===== config.mk =====
export PLATFORM = sky130hd
export DESIGN_NAME = ctrlport_timed_regs
export DESIGN_NICKNAME = d
export VERILOG_FILES = /design/src/logic/ctrlport_pkg.sv /design/src/logic/ctrlport_if.sv /design/src/logic/ctrlport_splitter.sv /design/src/logic/ctrlport_timed_gate.sv /design/src/logic/ctrlport_timekeeper.sv /design/src/logic/ctrlport_reg_bank.sv /design/src/logic/ctrlport_timed_regs.sv
export SDC_FILE = /design/constraint.sdc
export NUM_CORES = 1
export LEC_CHECK = 0
export ABC_CLOCK_PERIOD_IN_PS = 9390
export BUFFER_PORTS_ARGS = -buffer_cell sky130_fd_sc_hd__buf_2
export CELL_PAD_IN_SITES_DETAIL_PLACEMENT = 0
export CELL_PAD_IN_SITES_GLOBAL_PLACEMENT = 1
export CORE_MARGIN = 2
export CORE_UTILIZATION = 35
export DETAILED_ROUTE_END_ITERATION = 6
export GPL_ROUTABILITY_DRIVEN = 0
export GPL_TIMING_DRIVEN = 0
export PLACE_DENSITY = 0.62
export SLEW_MARGIN = 5
export SYNTH_ARGS = -nofsm -noshare
export SYNTH_HDL_FRONTEND = slang
export SYNTH_HIERARCHICAL = 1
export SYNTH_SLANG_ARGS = --single-unit

===== constraint.sdc =====
create_clock -name ctrlport_clk -period 9.39 [get_ports ctrlport_clk]
set_clock_uncertainty 0.2 [all_clocks]
set_input_delay 1.4085 -clock ctrlport_clk [delete_from_list [all_inputs] [get_ports ctrlport_clk]]
set_output_delay 1.4085 -clock ctrlport_clk [all_outputs]
set_load 0.1 [all_outputs]

===== src/logic/ctrlport_pkg.sv =====
`default_nettype none

package ctrlport_pkg;

  // ----------------------------------------------------------
  // Bus widths
  // ----------------------------------------------------------

  localparam int ADDR_W    = 20;
  localparam int DATA_W    = 32;
  localparam int BYTE_EN_W = DATA_W / 8;
  localparam int TIME_W    = 64;
  localparam int STATUS_W  = 2;

  // Response status codes, encoded as on the control-port bus
  typedef enum logic [STATUS_W-1:0] {
    STS_OKAY    = 2'd0,
    STS_CMDERR  = 2'd1,
    STS_TSERR   = 2'd2,
    STS_WARNING = 2'd3
  } ctrl_status_t;

  // ----------------------------------------------------------
  // Address map
  // ----------------------------------------------------------

  // Scratch registers sit at consecutive word addresses from the base
  localparam int NUM_SCRATCH   = 4;
  localparam int SCRATCH_IDX_W = $clog2(NUM_SCRATCH);
  localparam logic [ADDR_W-1:0] REG_BANK_BASE = 'h000;

  // The timekeeper occupies two words, low half first
  localparam logic [ADDR_W-1:0] TIMEKEEPER_BASE = 'h100;
  localparam logic [ADDR_W-1:0] TIME_LO         = TIMEKEEPER_BASE + 'h0;
  localparam logic [ADDR_W-1:0] TIME_HI         = TIMEKEEPER_BASE + 'h4;

  // Slaves behind the splitter and their slots in the bus array
  localparam int NUM_CTRL_SLAVES = 2;
  localparam int SLV_REG_BANK    = 0;
  localparam int SLV_TIMEKEEPER  = 1;

  // ----------------------------------------------------------
  // Response timeout
  // ----------------------------------------------------------

  // Cycles the gate waits in WAIT_ACK before it answers with a command error
  localparam int RESP_TIMEOUT = 32;
  localparam int TIMEOUT_W    = $clog2(RESP_TIMEOUT);

endpackage

`default_nettype wire


===== src/logic/ctrlport_if.sv =====
`timescale 1ns/1ps
`default_nettype none

interface ctrlport_if;
  import ctrlport_pkg::*;

  // Request half, driven by the master
  logic                 req_wr;
  logic                 req_rd;
  logic [ADDR_W-1:0]    req_addr;
  logic [DATA_W-1:0]    req_data;
  logic [BYTE_EN_W-1:0] req_byte_en;
  logic                 req_has_time;
  logic [TIME_W-1:0]    req_time;

  // Response half, driven by the slave
  logic                 resp_ack;
  ctrl_status_t         resp_status;
  logic [DATA_W-1:0]    resp_data;

  modport master (
    output req_wr, req_rd, req_addr, req_data, req_byte_en,
    output req_has_time, req_time,
    input  resp_ack, resp_status, resp_data
  );

  modport slave (
    input  req_wr, req_rd, req_addr, req_data, req_byte_en,
    input  req_has_time, req_time,
    output resp_ack, resp_status, resp_data
  );

endinterface

`default_nettype wire


===== src/logic/ctrlport_splitter.sv =====
`timescale 1ns/1ps
`default_nettype none

module ctrlport_splitter #(
  parameter int NUM_SLAVES = ctrlport_pkg::NUM_CTRL_SLAVES
) (
  input wire ctrlport_clk,
  input wire ctrlport_rst,
  ctrlport_if.slave  s,
  ctrlport_if.master m [NUM_SLAVES]
);
  import ctrlport_pkg::*;

  // Responses of all slaves gathered into plain arrays
  logic [NUM_SLAVES-1:0] slv_ack;
  logic [STATUS_W-1:0]   slv_status [NUM_SLAVES];
  logic [DATA_W-1:0]     slv_data   [NUM_SLAVES];

  // ----------------------------------------------------------
  // Request fan-out
  // ----------------------------------------------------------

  // Every slave sees every request, each one decodes its own address range
  for (genvar i = 0; i < NUM_SLAVES; i++) begin : gen_fanout
    assign m[i].req_wr       = s.req_wr;
    assign m[i].req_rd       = s.req_rd;
    assign m[i].req_addr     = s.req_addr;
    assign m[i].req_data     = s.req_data;
    assign m[i].req_byte_en  = s.req_byte_en;
    assign m[i].req_has_time = s.req_has_time;
    assign m[i].req_time     = s.req_time;

    assign slv_ack[i]    = m[i].resp_ack;
    assign slv_status[i] = m[i].resp_status;
    assign slv_data[i]   = m[i].resp_data;
  end

  // ----------------------------------------------------------
  // Response merge
  // ----------------------------------------------------------

  if (NUM_SLAVES == 1) begin : gen_single
    // A lone slave needs no merging and no extra cycle
    assign s.resp_ack    = slv_ack[0];
    assign s.resp_status = ctrl_status_t'(slv_status[0]);
    assign s.resp_data   = slv_data[0];
  end else begin : gen_merge
    logic                ack_or;
    logic [STATUS_W-1:0] status_or;
    logic [DATA_W-1:0]   data_or;

    // Only the acknowledging slave contributes, so a plain OR is enough
    always_comb begin
      ack_or    = 1'b0;
      status_or = '0;
      data_or   = '0;
      for (int i = 0; i < NUM_SLAVES; i++) begin
        ack_or    = ack_or | slv_ack[i];
        status_or = status_or | (slv_status[i] & {STATUS_W{slv_ack[i]}});
        data_or   = data_or | (slv_data[i] & {DATA_W{slv_ack[i]}});
      end
    end

    // Register the merged response to break the long OR path
    always_ff @(posedge ctrlport_clk) begin
      if (ctrlport_rst) begin
        s.resp_ack <= 1'b0;
      end else begin
        s.resp_ack <= ack_or;
      end
    end

    always_ff @(posedge ctrlport_clk) begin
      s.resp_status <= ctrl_status_t'(status_or);
      s.resp_data   <= data_or;
    end
  end

  // The masked OR is only valid if the address ranges never overlap
  assert property (@(posedge ctrlport_clk) disable iff (ctrlport_rst) $onehot0(slv_ack))
    else $error("Several slaves acknowledged the same request");

endmodule

`default_nettype wire


===== src/logic/ctrlport_timed_gate.sv =====
`timescale 1ns/1ps
`default_nettype none

module ctrlport_timed_gate (
  input  wire                              ctrlport_clk,
  input  wire                              ctrlport_rst,
  input  wire                              req_wr,
  input  wire                              req_rd,
  input  wire [ctrlport_pkg::ADDR_W-1:0]   req_addr,
  input  wire [ctrlport_pkg::DATA_W-1:0]   req_data,
  input  wire [ctrlport_pkg::BYTE_EN_W-1:0] req_byte_en,
  input  wire                              req_has_time,
  input  wire [ctrlport_pkg::TIME_W-1:0]   req_time,
  output logic                             resp_ack,
  output ctrlport_pkg::ctrl_status_t       resp_status,
  output logic [ctrlport_pkg::DATA_W-1:0]  resp_data,
  input  wire [ctrlport_pkg::TIME_W-1:0]   time_now,
  ctrlport_if.master                       m
);
  import ctrlport_pkg::*;

  typedef enum logic [2:0] {IDLE, WAIT_TIME, ISSUE, WAIT_ACK, RESPOND} state_t;

  state_t               state;
  logic                 req_valid;
  logic                 req_late;
  logic                 req_now;
  logic                 hold_wr;
  logic                 hold_rd;
  logic [ADDR_W-1:0]    hold_addr;
  logic [DATA_W-1:0]    hold_data;
  logic [BYTE_EN_W-1:0] hold_byte_en;
  logic                 hold_has_time;
  logic [TIME_W-1:0]    hold_time;
  logic [TIMEOUT_W-1:0] tmo_cnt;
  ctrl_status_t         resp_status_r;
  logic [DATA_W-1:0]    resp_data_r;

  assign req_valid = req_wr || req_rd;
  // A timed request in the past is refused, one due right now goes straight out
  assign req_late  = req_has_time && (req_time < time_now);
  assign req_now   = !req_has_time || (req_time == time_now);

  // ----------------------------------------------------------
  // State machine
  // ----------------------------------------------------------

  always_ff @(posedge ctrlport_clk) begin
    if (ctrlport_rst) begin
      state <= IDLE;
    end else begin
      case (state)
        IDLE: begin
          if (req_valid) begin
            if (req_late) begin
              state <= RESPOND;
            end else if (req_now) begin
              state <= ISSUE;
            end else begin
              state <= WAIT_TIME;
            end
          end
        end
        // Greater-or-equal also catches a time that was set past the target
        WAIT_TIME: if (time_now >= hold_time) state <= ISSUE;
        ISSUE:     state <= WAIT_ACK;
        WAIT_ACK:  if (m.resp_ack || tmo_cnt == '0) state <= RESPOND;
        default:   state <= IDLE;
      endcase
    end
  end

  // Holding registers, timeout counter and response register
  always_ff @(posedge ctrlport_clk) begin
    case (state)
      IDLE: begin
        if (req_valid) begin
          hold_wr       <= req_wr;
          hold_rd       <= req_rd;
          hold_addr     <= req_addr;
          hold_data     <= req_data;
          hold_byte_en  <= req_byte_en;
          hold_has_time <= req_has_time;
          hold_time     <= req_time;
          // Preset for the reject path, overwritten later if the request goes out
          resp_status_r <= STS_TSERR;
          resp_data_r   <= '0;
        end
      end
      ISSUE: tmo_cnt <= TIMEOUT_W'(RESP_TIMEOUT - 1);
      WAIT_ACK: begin
        tmo_cnt <= tmo_cnt - 1'b1;
        if (m.resp_ack) begin
          resp_status_r <= m.resp_status;
          resp_data_r   <= m.resp_data;
        end else if (tmo_cnt == '0) begin
          resp_status_r <= STS_CMDERR;
          resp_data_r   <= '0;
        end
      end
      default: ;
    endcase
  end

  // ----------------------------------------------------------
  // Outputs
  // ----------------------------------------------------------

  // Strobes pulse for the single ISSUE cycle
  assign m.req_wr       = (state == ISSUE) && hold_wr;
  assign m.req_rd       = (state == ISSUE) && hold_rd;
  assign m.req_addr     = hold_addr;
  assign m.req_data     = hold_data;
  assign m.req_byte_en  = hold_byte_en;
  assign m.req_has_time = hold_has_time;
  assign m.req_time     = hold_time;

  assign resp_ack    = (state == RESPOND);
  assign resp_status = resp_status_r;
  assign resp_data   = resp_data_r;

  // Control port has no back-pressure, so the master must wait for its answer
  assert property (@(posedge ctrlport_clk) disable iff (ctrlport_rst)
    req_valid |-> state == IDLE)
    else $error("Request arrived while a previous one was outstanding");

  assert property (@(posedge ctrlport_clk) disable iff (ctrlport_rst) !(req_wr && req_rd))
    else $error("Read and write requested in the same cycle");

endmodule

`default_nettype wire


===== src/logic/ctrlport_timekeeper.sv =====
`timescale 1ns/1ps
`default_nettype none

module ctrlport_timekeeper (
  input  wire                             ctrlport_clk,
  input  wire                             ctrlport_rst,
  ctrlport_if.slave                       s,
  output logic [ctrlport_pkg::TIME_W-1:0] time_now
);
  import ctrlport_pkg::*;

  logic [TIME_W-1:0] time_cnt;
  // High half written ahead of the committing low-half write
  logic [DATA_W-1:0] hi_stage;
  // High half captured with the last low-half read, so a 64-bit read is coherent
  logic [DATA_W-1:0] hi_latch;
  logic              hit;
  logic              sel_hi;

  // Two words, told apart by address bit 2
  assign hit    = (s.req_addr[ADDR_W-1:3] == TIMEKEEPER_BASE[ADDR_W-1:3]);
  assign sel_hi = (s.req_addr[2] == TIME_HI[2]);

  // ----------------------------------------------------------
  // Counter and word staging
  // ----------------------------------------------------------

  always_ff @(posedge ctrlport_clk) begin
    if (ctrlport_rst) begin
      time_cnt   <= '0;
      hi_stage   <= '0;
      hi_latch   <= '0;
      s.resp_ack <= 1'b0;
    end else begin
      s.resp_ack <= hit && (s.req_wr || s.req_rd);

      // Writing the low word commits the whole time, otherwise it counts
      if (hit && s.req_wr && !sel_hi) begin
        time_cnt <= {hi_stage, s.req_data};
      end else begin
        time_cnt <= time_cnt + 1'b1;
      end

      if (hit && s.req_wr && sel_hi) begin
        hi_stage <= s.req_data;
      end

      if (hit && s.req_rd && !sel_hi) begin
        hi_latch <= time_cnt[TIME_W-1:DATA_W];
      end
    end
  end

  // ----------------------------------------------------------
  // Read data
  // ----------------------------------------------------------

  always_ff @(posedge ctrlport_clk) begin
    if (hit) begin
      if (!s.req_rd) begin
        s.resp_data <= '0;
      end else if (sel_hi) begin
        s.resp_data <= hi_latch;
      end else begin
        s.resp_data <= time_cnt[DATA_W-1:0];
      end
    end
  end

  // Every mapped word answers without error
  assign s.resp_status = STS_OKAY;

  assign time_now = time_cnt;

endmodule

`default_nettype wire


===== src/logic/ctrlport_reg_bank.sv =====
`timescale 1ns/1ps
`default_nettype none

module ctrlport_reg_bank (
  input wire        ctrlport_clk,
  input wire        ctrlport_rst,
  ctrlport_if.slave s
);
  import ctrlport_pkg::*;

  logic [DATA_W-1:0]        scratch [NUM_SCRATCH];
  logic                     hit;
  logic [SCRATCH_IDX_W-1:0] word_idx;

  // The bank covers NUM_SCRATCH words from its base, byte offset ignored
  assign hit      = (s.req_addr[ADDR_W-1:SCRATCH_IDX_W+2] ==
                     REG_BANK_BASE[ADDR_W-1:SCRATCH_IDX_W+2]);
  assign word_idx = s.req_addr[SCRATCH_IDX_W+1:2];

  // ----------------------------------------------------------
  // Register writes
  // ----------------------------------------------------------

  always_ff @(posedge ctrlport_clk) begin
    if (ctrlport_rst) begin
      for (int i = 0; i < NUM_SCRATCH; i++) begin
        scratch[i] <= '0;
      end
      s.resp_ack <= 1'b0;
    end else begin
      s.resp_ack <= hit && (s.req_wr || s.req_rd);
      if (hit && s.req_wr) begin
        // Each byte lane only changes when its enable is set
        for (int b = 0; b < BYTE_EN_W; b++) begin
          if (s.req_byte_en[b]) begin
            scratch[word_idx][8*b +: 8] <= s.req_data[8*b +: 8];
          end
        end
      end
    end
  end

  // ----------------------------------------------------------
  // Read data
  // ----------------------------------------------------------

  // Writes answer with zero data
  always_ff @(posedge ctrlport_clk) begin
    if (hit) begin
      s.resp_data <= s.req_rd ? scratch[word_idx] : '0;
    end
  end

  assign s.resp_status = STS_OKAY;

endmodule

`default_nettype wire


===== src/logic/ctrlport_timed_regs.sv =====
`timescale 1ns/1ps
`default_nettype none

module ctrlport_timed_regs (
  input  wire                               ctrlport_clk,
  input  wire                               ctrlport_rst,
  input  wire                               req_wr,
  input  wire                               req_rd,
  input  wire [ctrlport_pkg::ADDR_W-1:0]    req_addr,
  input  wire [ctrlport_pkg::DATA_W-1:0]    req_data,
  input  wire [ctrlport_pkg::BYTE_EN_W-1:0] req_byte_en,
  input  wire                               req_has_time,
  input  wire [ctrlport_pkg::TIME_W-1:0]    req_time,
  output logic                              resp_ack,
  output ctrlport_pkg::ctrl_status_t        resp_status,
  output logic [ctrlport_pkg::DATA_W-1:0]   resp_data
);
  import ctrlport_pkg::*;

  // Current time, fed back from the timekeeper to the gate
  logic [TIME_W-1:0] time_now;

  ctrlport_if gate_bus ();
  ctrlport_if slave_bus [NUM_CTRL_SLAVES] ();

  // Timed requests wait here until their time comes up
  ctrlport_timed_gate i_gate (
    .ctrlport_clk (ctrlport_clk),
    .ctrlport_rst (ctrlport_rst),
    .req_wr       (req_wr),
    .req_rd       (req_rd),
    .req_addr     (req_addr),
    .req_data     (req_data),
    .req_byte_en  (req_byte_en),
    .req_has_time (req_has_time),
    .req_time     (req_time),
    .resp_ack     (resp_ack),
    .resp_status  (resp_status),
    .resp_data    (resp_data),
    .time_now     (time_now),
    .m            (gate_bus)
  );

  ctrlport_splitter #(
    .NUM_SLAVES (NUM_CTRL_SLAVES)
  ) i_splitter (
    .ctrlport_clk (ctrlport_clk),
    .ctrlport_rst (ctrlport_rst),
    .s            (gate_bus),
    .m            (slave_bus)
  );

  ctrlport_reg_bank i_reg_bank (
    .ctrlport_clk (ctrlport_clk),
    .ctrlport_rst (ctrlport_rst),
    .s            (slave_bus[SLV_REG_BANK])
  );

  ctrlport_timekeeper i_timekeeper (
    .ctrlport_clk (ctrlport_clk),
    .ctrlport_rst (ctrlport_rst),
    .s            (slave_bus[SLV_TIMEKEEPER]),
    .time_now     (time_now)
  );

endmodule

`default_nettype wire


# Word level (Yosys, flattened, before mapping)
# Memory sizes are Yosys's and may differ from the RTL's. A register that Yosys moved wholly into a read port is not among the register bits.
# Index checks and enable logic that the tools add are counted.
# word_totals
ramBits	128
inputBits	125
ff_bits	359
mem_count	1
wordCells	102
out_inout_bits	35
# op_classes
magnitude_cmp	2
n_addsub	2
eq_ne	10
reduce_logical	27
mux	38
bitwise_logic	4
# mem_list
memory	words	width	read_ports	rd_clocked_by_memory_dff	write_ports	line_no	rtl
i_reg_bank.scratch	4	32	1	1	4	ctrlport_reg_bank.sv:11	logic [DATA_W-1:0] scratch [NUM_SCRATCH];
# ops
cell	n
2-to-1 mux 32 bit	5
adder 64 x 1 -> 64 bit (second input constant)	1
bitwise AND 32 bit	2
== test 64 bit	1
>= comparator 64 bit	1
less-than comparator 64 bit	1
2-to-1 mux 64 bit	1
one-hot mux 32 bit (2 select lines)	1
bitwise OR 32 bit	1
OR reduction 32 bit	1
2-to-1 mux 1 bit	18
== test 17 x 6 -> 1 bit (second input constant)	1
logical NOT 16 bit	1
2-to-1 mux 3 bit	4
one-hot mux 3 bit (4 select lines)	1
logical AND 1 bit	11
2-to-1 mux 2 bit	5
one-hot mux 5 bit (2 select lines)	1
== test 3 x 2 -> 1 bit (second input constant)	2
inequality test 2 x 1 -> 1 bit (second input constant)	3
AND reduction 3 bit	2
logical NOT 5 bit	1
subtractor 5 x 1 -> 5 bit (second input constant)	1
logical OR 1 bit	4
10 further kinds	13

# Logic depth before layout (Yosys ltp)
# depth
ltp_word	8
ltp_mapped	10
depth_no_buf	10

# Hierarchy
# Netlist, hierarchy kept.
# by_module_without_submodules
module	seq_area_each_um2	cells_each	area_each_um2	instances
ctrlport_timed_gate	4924.7	705	8668.3	1
ctrlport_timekeeper	3543.4	822	7215.7	1
ctrlport_reg_bank	4824.6	470	7123.1	1
ctrlport_splitter	700.7	324	2951.6	1

# Least setup slack after synthesis
# Ideal clock, no wire load.
# synth_timing
path_kind	input to register
start	in req_rd
end	reg i_gate.hold_rd (enable)
setup_slack_ps	1701
arrival_time_ps	6869
required_ps	8570
path_stages	2
n_path_buf	0
setup_time_ps	620
path_cell_list	nor2_1 > nor2b_1
# synth_via
elab_chain_len	2
# synth_lines
element	line_no	rtl
start, declared	ctrlport_timed_regs.sv:8	input wire req_rd,
logical OR 1 bit	ctrlport_timed_gate.sv:39	assign req_valid = req_wr || req_rd;
AND reduction 2 bit (no line)	--	
end signal, assigned	ctrlport_timed_gate.sv:79	hold_rd <= req_rd;
end, declared	ctrlport_timed_gate.sv:29	logic hold_rd;
# Every way passes these cells.
# A chain may end at the register's enable or synchronous reset.

==> run summary <==
status: complete, no violations
met2 Use GR: 0.3329
normalized max-slew margin: 0.2515
Hold Path Depth: 2
Reg clk slew, reported paths: 0.06 ns
r2r startpoint: i_gate/state[1]
MaxCap Viol Count: 0
initial antenna violation count: 4
post-route ant nets: 0
number of setup buffers added after CTS: 0
final WL: 73750 µm
cts bufs inserted: 59
Storage cell area: 13900 µm²
RSZ-0062 raised after global routing: no
CTS tree: yes
Period minus WS final: 4.122 ns
Hold Crit Class: flip-flop to flip-flop
CP Capture Type: flip-flop
FF-to-FF End: i_reg_bank/scratch[0][8]
violation count after the first detailed-route iteration: 1456
CTS sink count: 519
share of cells above drive strength 1: 0.1979
dpl ws: 4.689 ns
most frequent CP cell: nor2b_1
grt met3 use: 0.03192
type of the worst setup path: flip-flop to flip-flop
Cell Area, Placed: 26950 µm²
Buf/Inv on CP: 1
CTS Hold Bufs: 0
worst min-delay path endpoint: i_timekeeper/hi_latch[1]
Slowest Stage Delay on Critical Path: 0.90 ns
Post-Layout Inst Area: 28830 µm²
final net count: 2663
CTS Buffer Depth: 3
CTS resizes: 0
crit path from: i_gate/state[1]
maximum vdd drop: 246.7 µV
CP cell instances: nor2b_1 -> nor2b_1 -> and2_1 -> buf_4 -> nor4b_2 -> nand2_1 -> o21bai_1
H-tree lvl count: 2
clock root cell: clkbuf_16
Worst Path Required: 9.45 ns
Antenna Cells: 0
crit path max-delay cell type: o21bai_1
Worst Max-Slew Pin Slew: 1.114 ns
DRC: 0
die width: 270.4 µm
Core ar.: 70150 µm²
average instance area after synthesis: 11.39 µm²
Clock Latency Late Sink: 0.64 ns
Tcrit/Tclk final: 0.4390
Worst R2R Path Depth: 7
largest net degree at the start of global routing: 35
GRT Residual Overflow: 0
placement row count: 97
Multi-input gate area: 8995 µm²
fmax: 242.6 MHz
routed vias/inst: 5.103
drt wl/cell: 21.72 µm
cell family with most CP delay: simple AND/OR/NAND/NOR gates
Hold Crit Start: i_timekeeper/hi_latch[1]
power density cells: 244.9 nW/µm²
IO Pins: 160
Cells after Synth: 2180
first-pass GRT wire length: 109500 µm
worst setup margin: 5.268 ns
number of global-route vias before repair: 17730
GRT Util Overall: 0.1994
DRT Pass-1 Iters: 5
leakage: 0.01076 µW
Setup Viol. Count Final: 0
Mapped Area: 24830 µm²
final-layout fill cell count: 6905
die area: 73100 µm²
Critical Path AT: 4.18 ns
CP Launch Type: flip-flop
dpl hpwl: 56580 µm
vias: 17330
max-slew violations: 0
Final Hold Viols: 0
Starting Density: 0.3540
P&R area growth vs syn: 16.11%
yosys warns: 6
gr busiest metal: met2
worst-path maximum fanout: 9
die height: 270.4 µm
R2R Setup Slk: 5.27 ns
IO Port Bufs: 157
Global Route met1 Usage: 0.2662
[how the worst max path moves through the flow]
stage          depth (start not counted)                   endpoint  slack, ns
3_5_place_dp                          10            i_gate/state[2]       4.69
5_1_grt                                7   i_reg_bank/scratch[0][1]       4.97
4_1_cts                                7  i_reg_bank/scratch[0][17]       5.15
3_3_place_gp                           3       i_gate/m.req_addr[8]      -1.48
2_1_floorplan                          2             i_gate/hold_rd       1.84
6_report                               7   i_reg_bank/scratch[0][8]       5.27
[sequential cells by signal, summed over array words and instances (netlist names)]
signal	flops
i_gate/hold_rd	1
i_gate/hold_wr	1
i_gate/m.req_addr	18
i_gate/m.req_byte_en	4
i_gate/m.req_data	32
i_gate/m.req_time	64
i_gate/resp_data	32
i_gate/resp_status	2
i_gate/state	3
i_gate/tmo_cnt	5
i_reg_bank/s.resp_ack	1
i_reg_bank/s.resp_data	32
i_reg_bank/scratch	128
i_splitter/s.resp_ack	1
i_splitter/s.resp_data	32
i_splitter/s.resp_status	2
i_timekeeper/hi_latch	32
i_timekeeper/hi_stage	32
i_timekeeper/s.resp_ack	1
i_timekeeper/s.resp_data	32
i_timekeeper/time_now	64
[worst reg2reg max path, delay by kind of cell, from the launching register on]
kind,cells,cell delay (ns)
AOI/OAI and AO/OA,1,0.90
DFF,1,0.46
buffers and inverters,1,0.22
and+or+nand+nor,5,1.97
[per-stage QoR]
step	hold slack (ns)	util	total power, µW	cells	TNS (ns)
after floorplan	0.2315	-	4382	2182	0
after global placement	0.2411	0.3821	4868	3279	-173.54
after detailed placement	0.2458	0.3842	4878	3287	0
after CTS	0.2544	0.4110	7154	3396	0
after global routing	0.2688	0.4110	7365	3396	0
final	0.2539	0.4110	7062	3396	0
[cell usage in the layout (no fill, tap or decap), types with 14 or more instances in the layout]
cell and instances:
edfxtp_1 351, nand3_1 42, nor3_1 129, inv_1 168, a211oi_1 65, mux2i_1 32, nor4_1 14, clkbuf_16 60
dfxtp_1 168, a21o_1 14, ha_1 130, xor2_1 37, clkinv_2 15, xnor2_1 27, and2_1 38, nand2_1 202
a21oi_1 111, o21ai_0 15, nand4_1 46, mux4_2 32, a22o_1 29, buf_4 115, nor2_1 109, nor3_2 26
and3_1 43, clkbuf_1 87, nor2b_1 36, buf_2 177
[routing by layer]
layer  share of wire  up-vias  wire [µm]
met2            0.47      511      34990
met1            0.44     8502      32400
met3           0.058      114       4242
met5         0.00016        -         12
met4           0.029        2       2107
li1                -     8200          -
[area by class of cell]
cell class / instances / area share
buffer: 217 / 0.04617
clock buffer: 85 / 0.05824
clock inverter: 24 / 0.006987
inverter: 169 / 0.02200
multi-input combinational: 1277 / 0.3120
sequential: 519 / 0.4822
tap: 940 / 0.04079
timing repair buffer: 165 / 0.03164
[power by group]
part	internal (µW)	switching, µW
logic	561	1270
clock network	1300	957
registers	2830	148
total	4680	2380
Power figures use the tool's default switching activity.
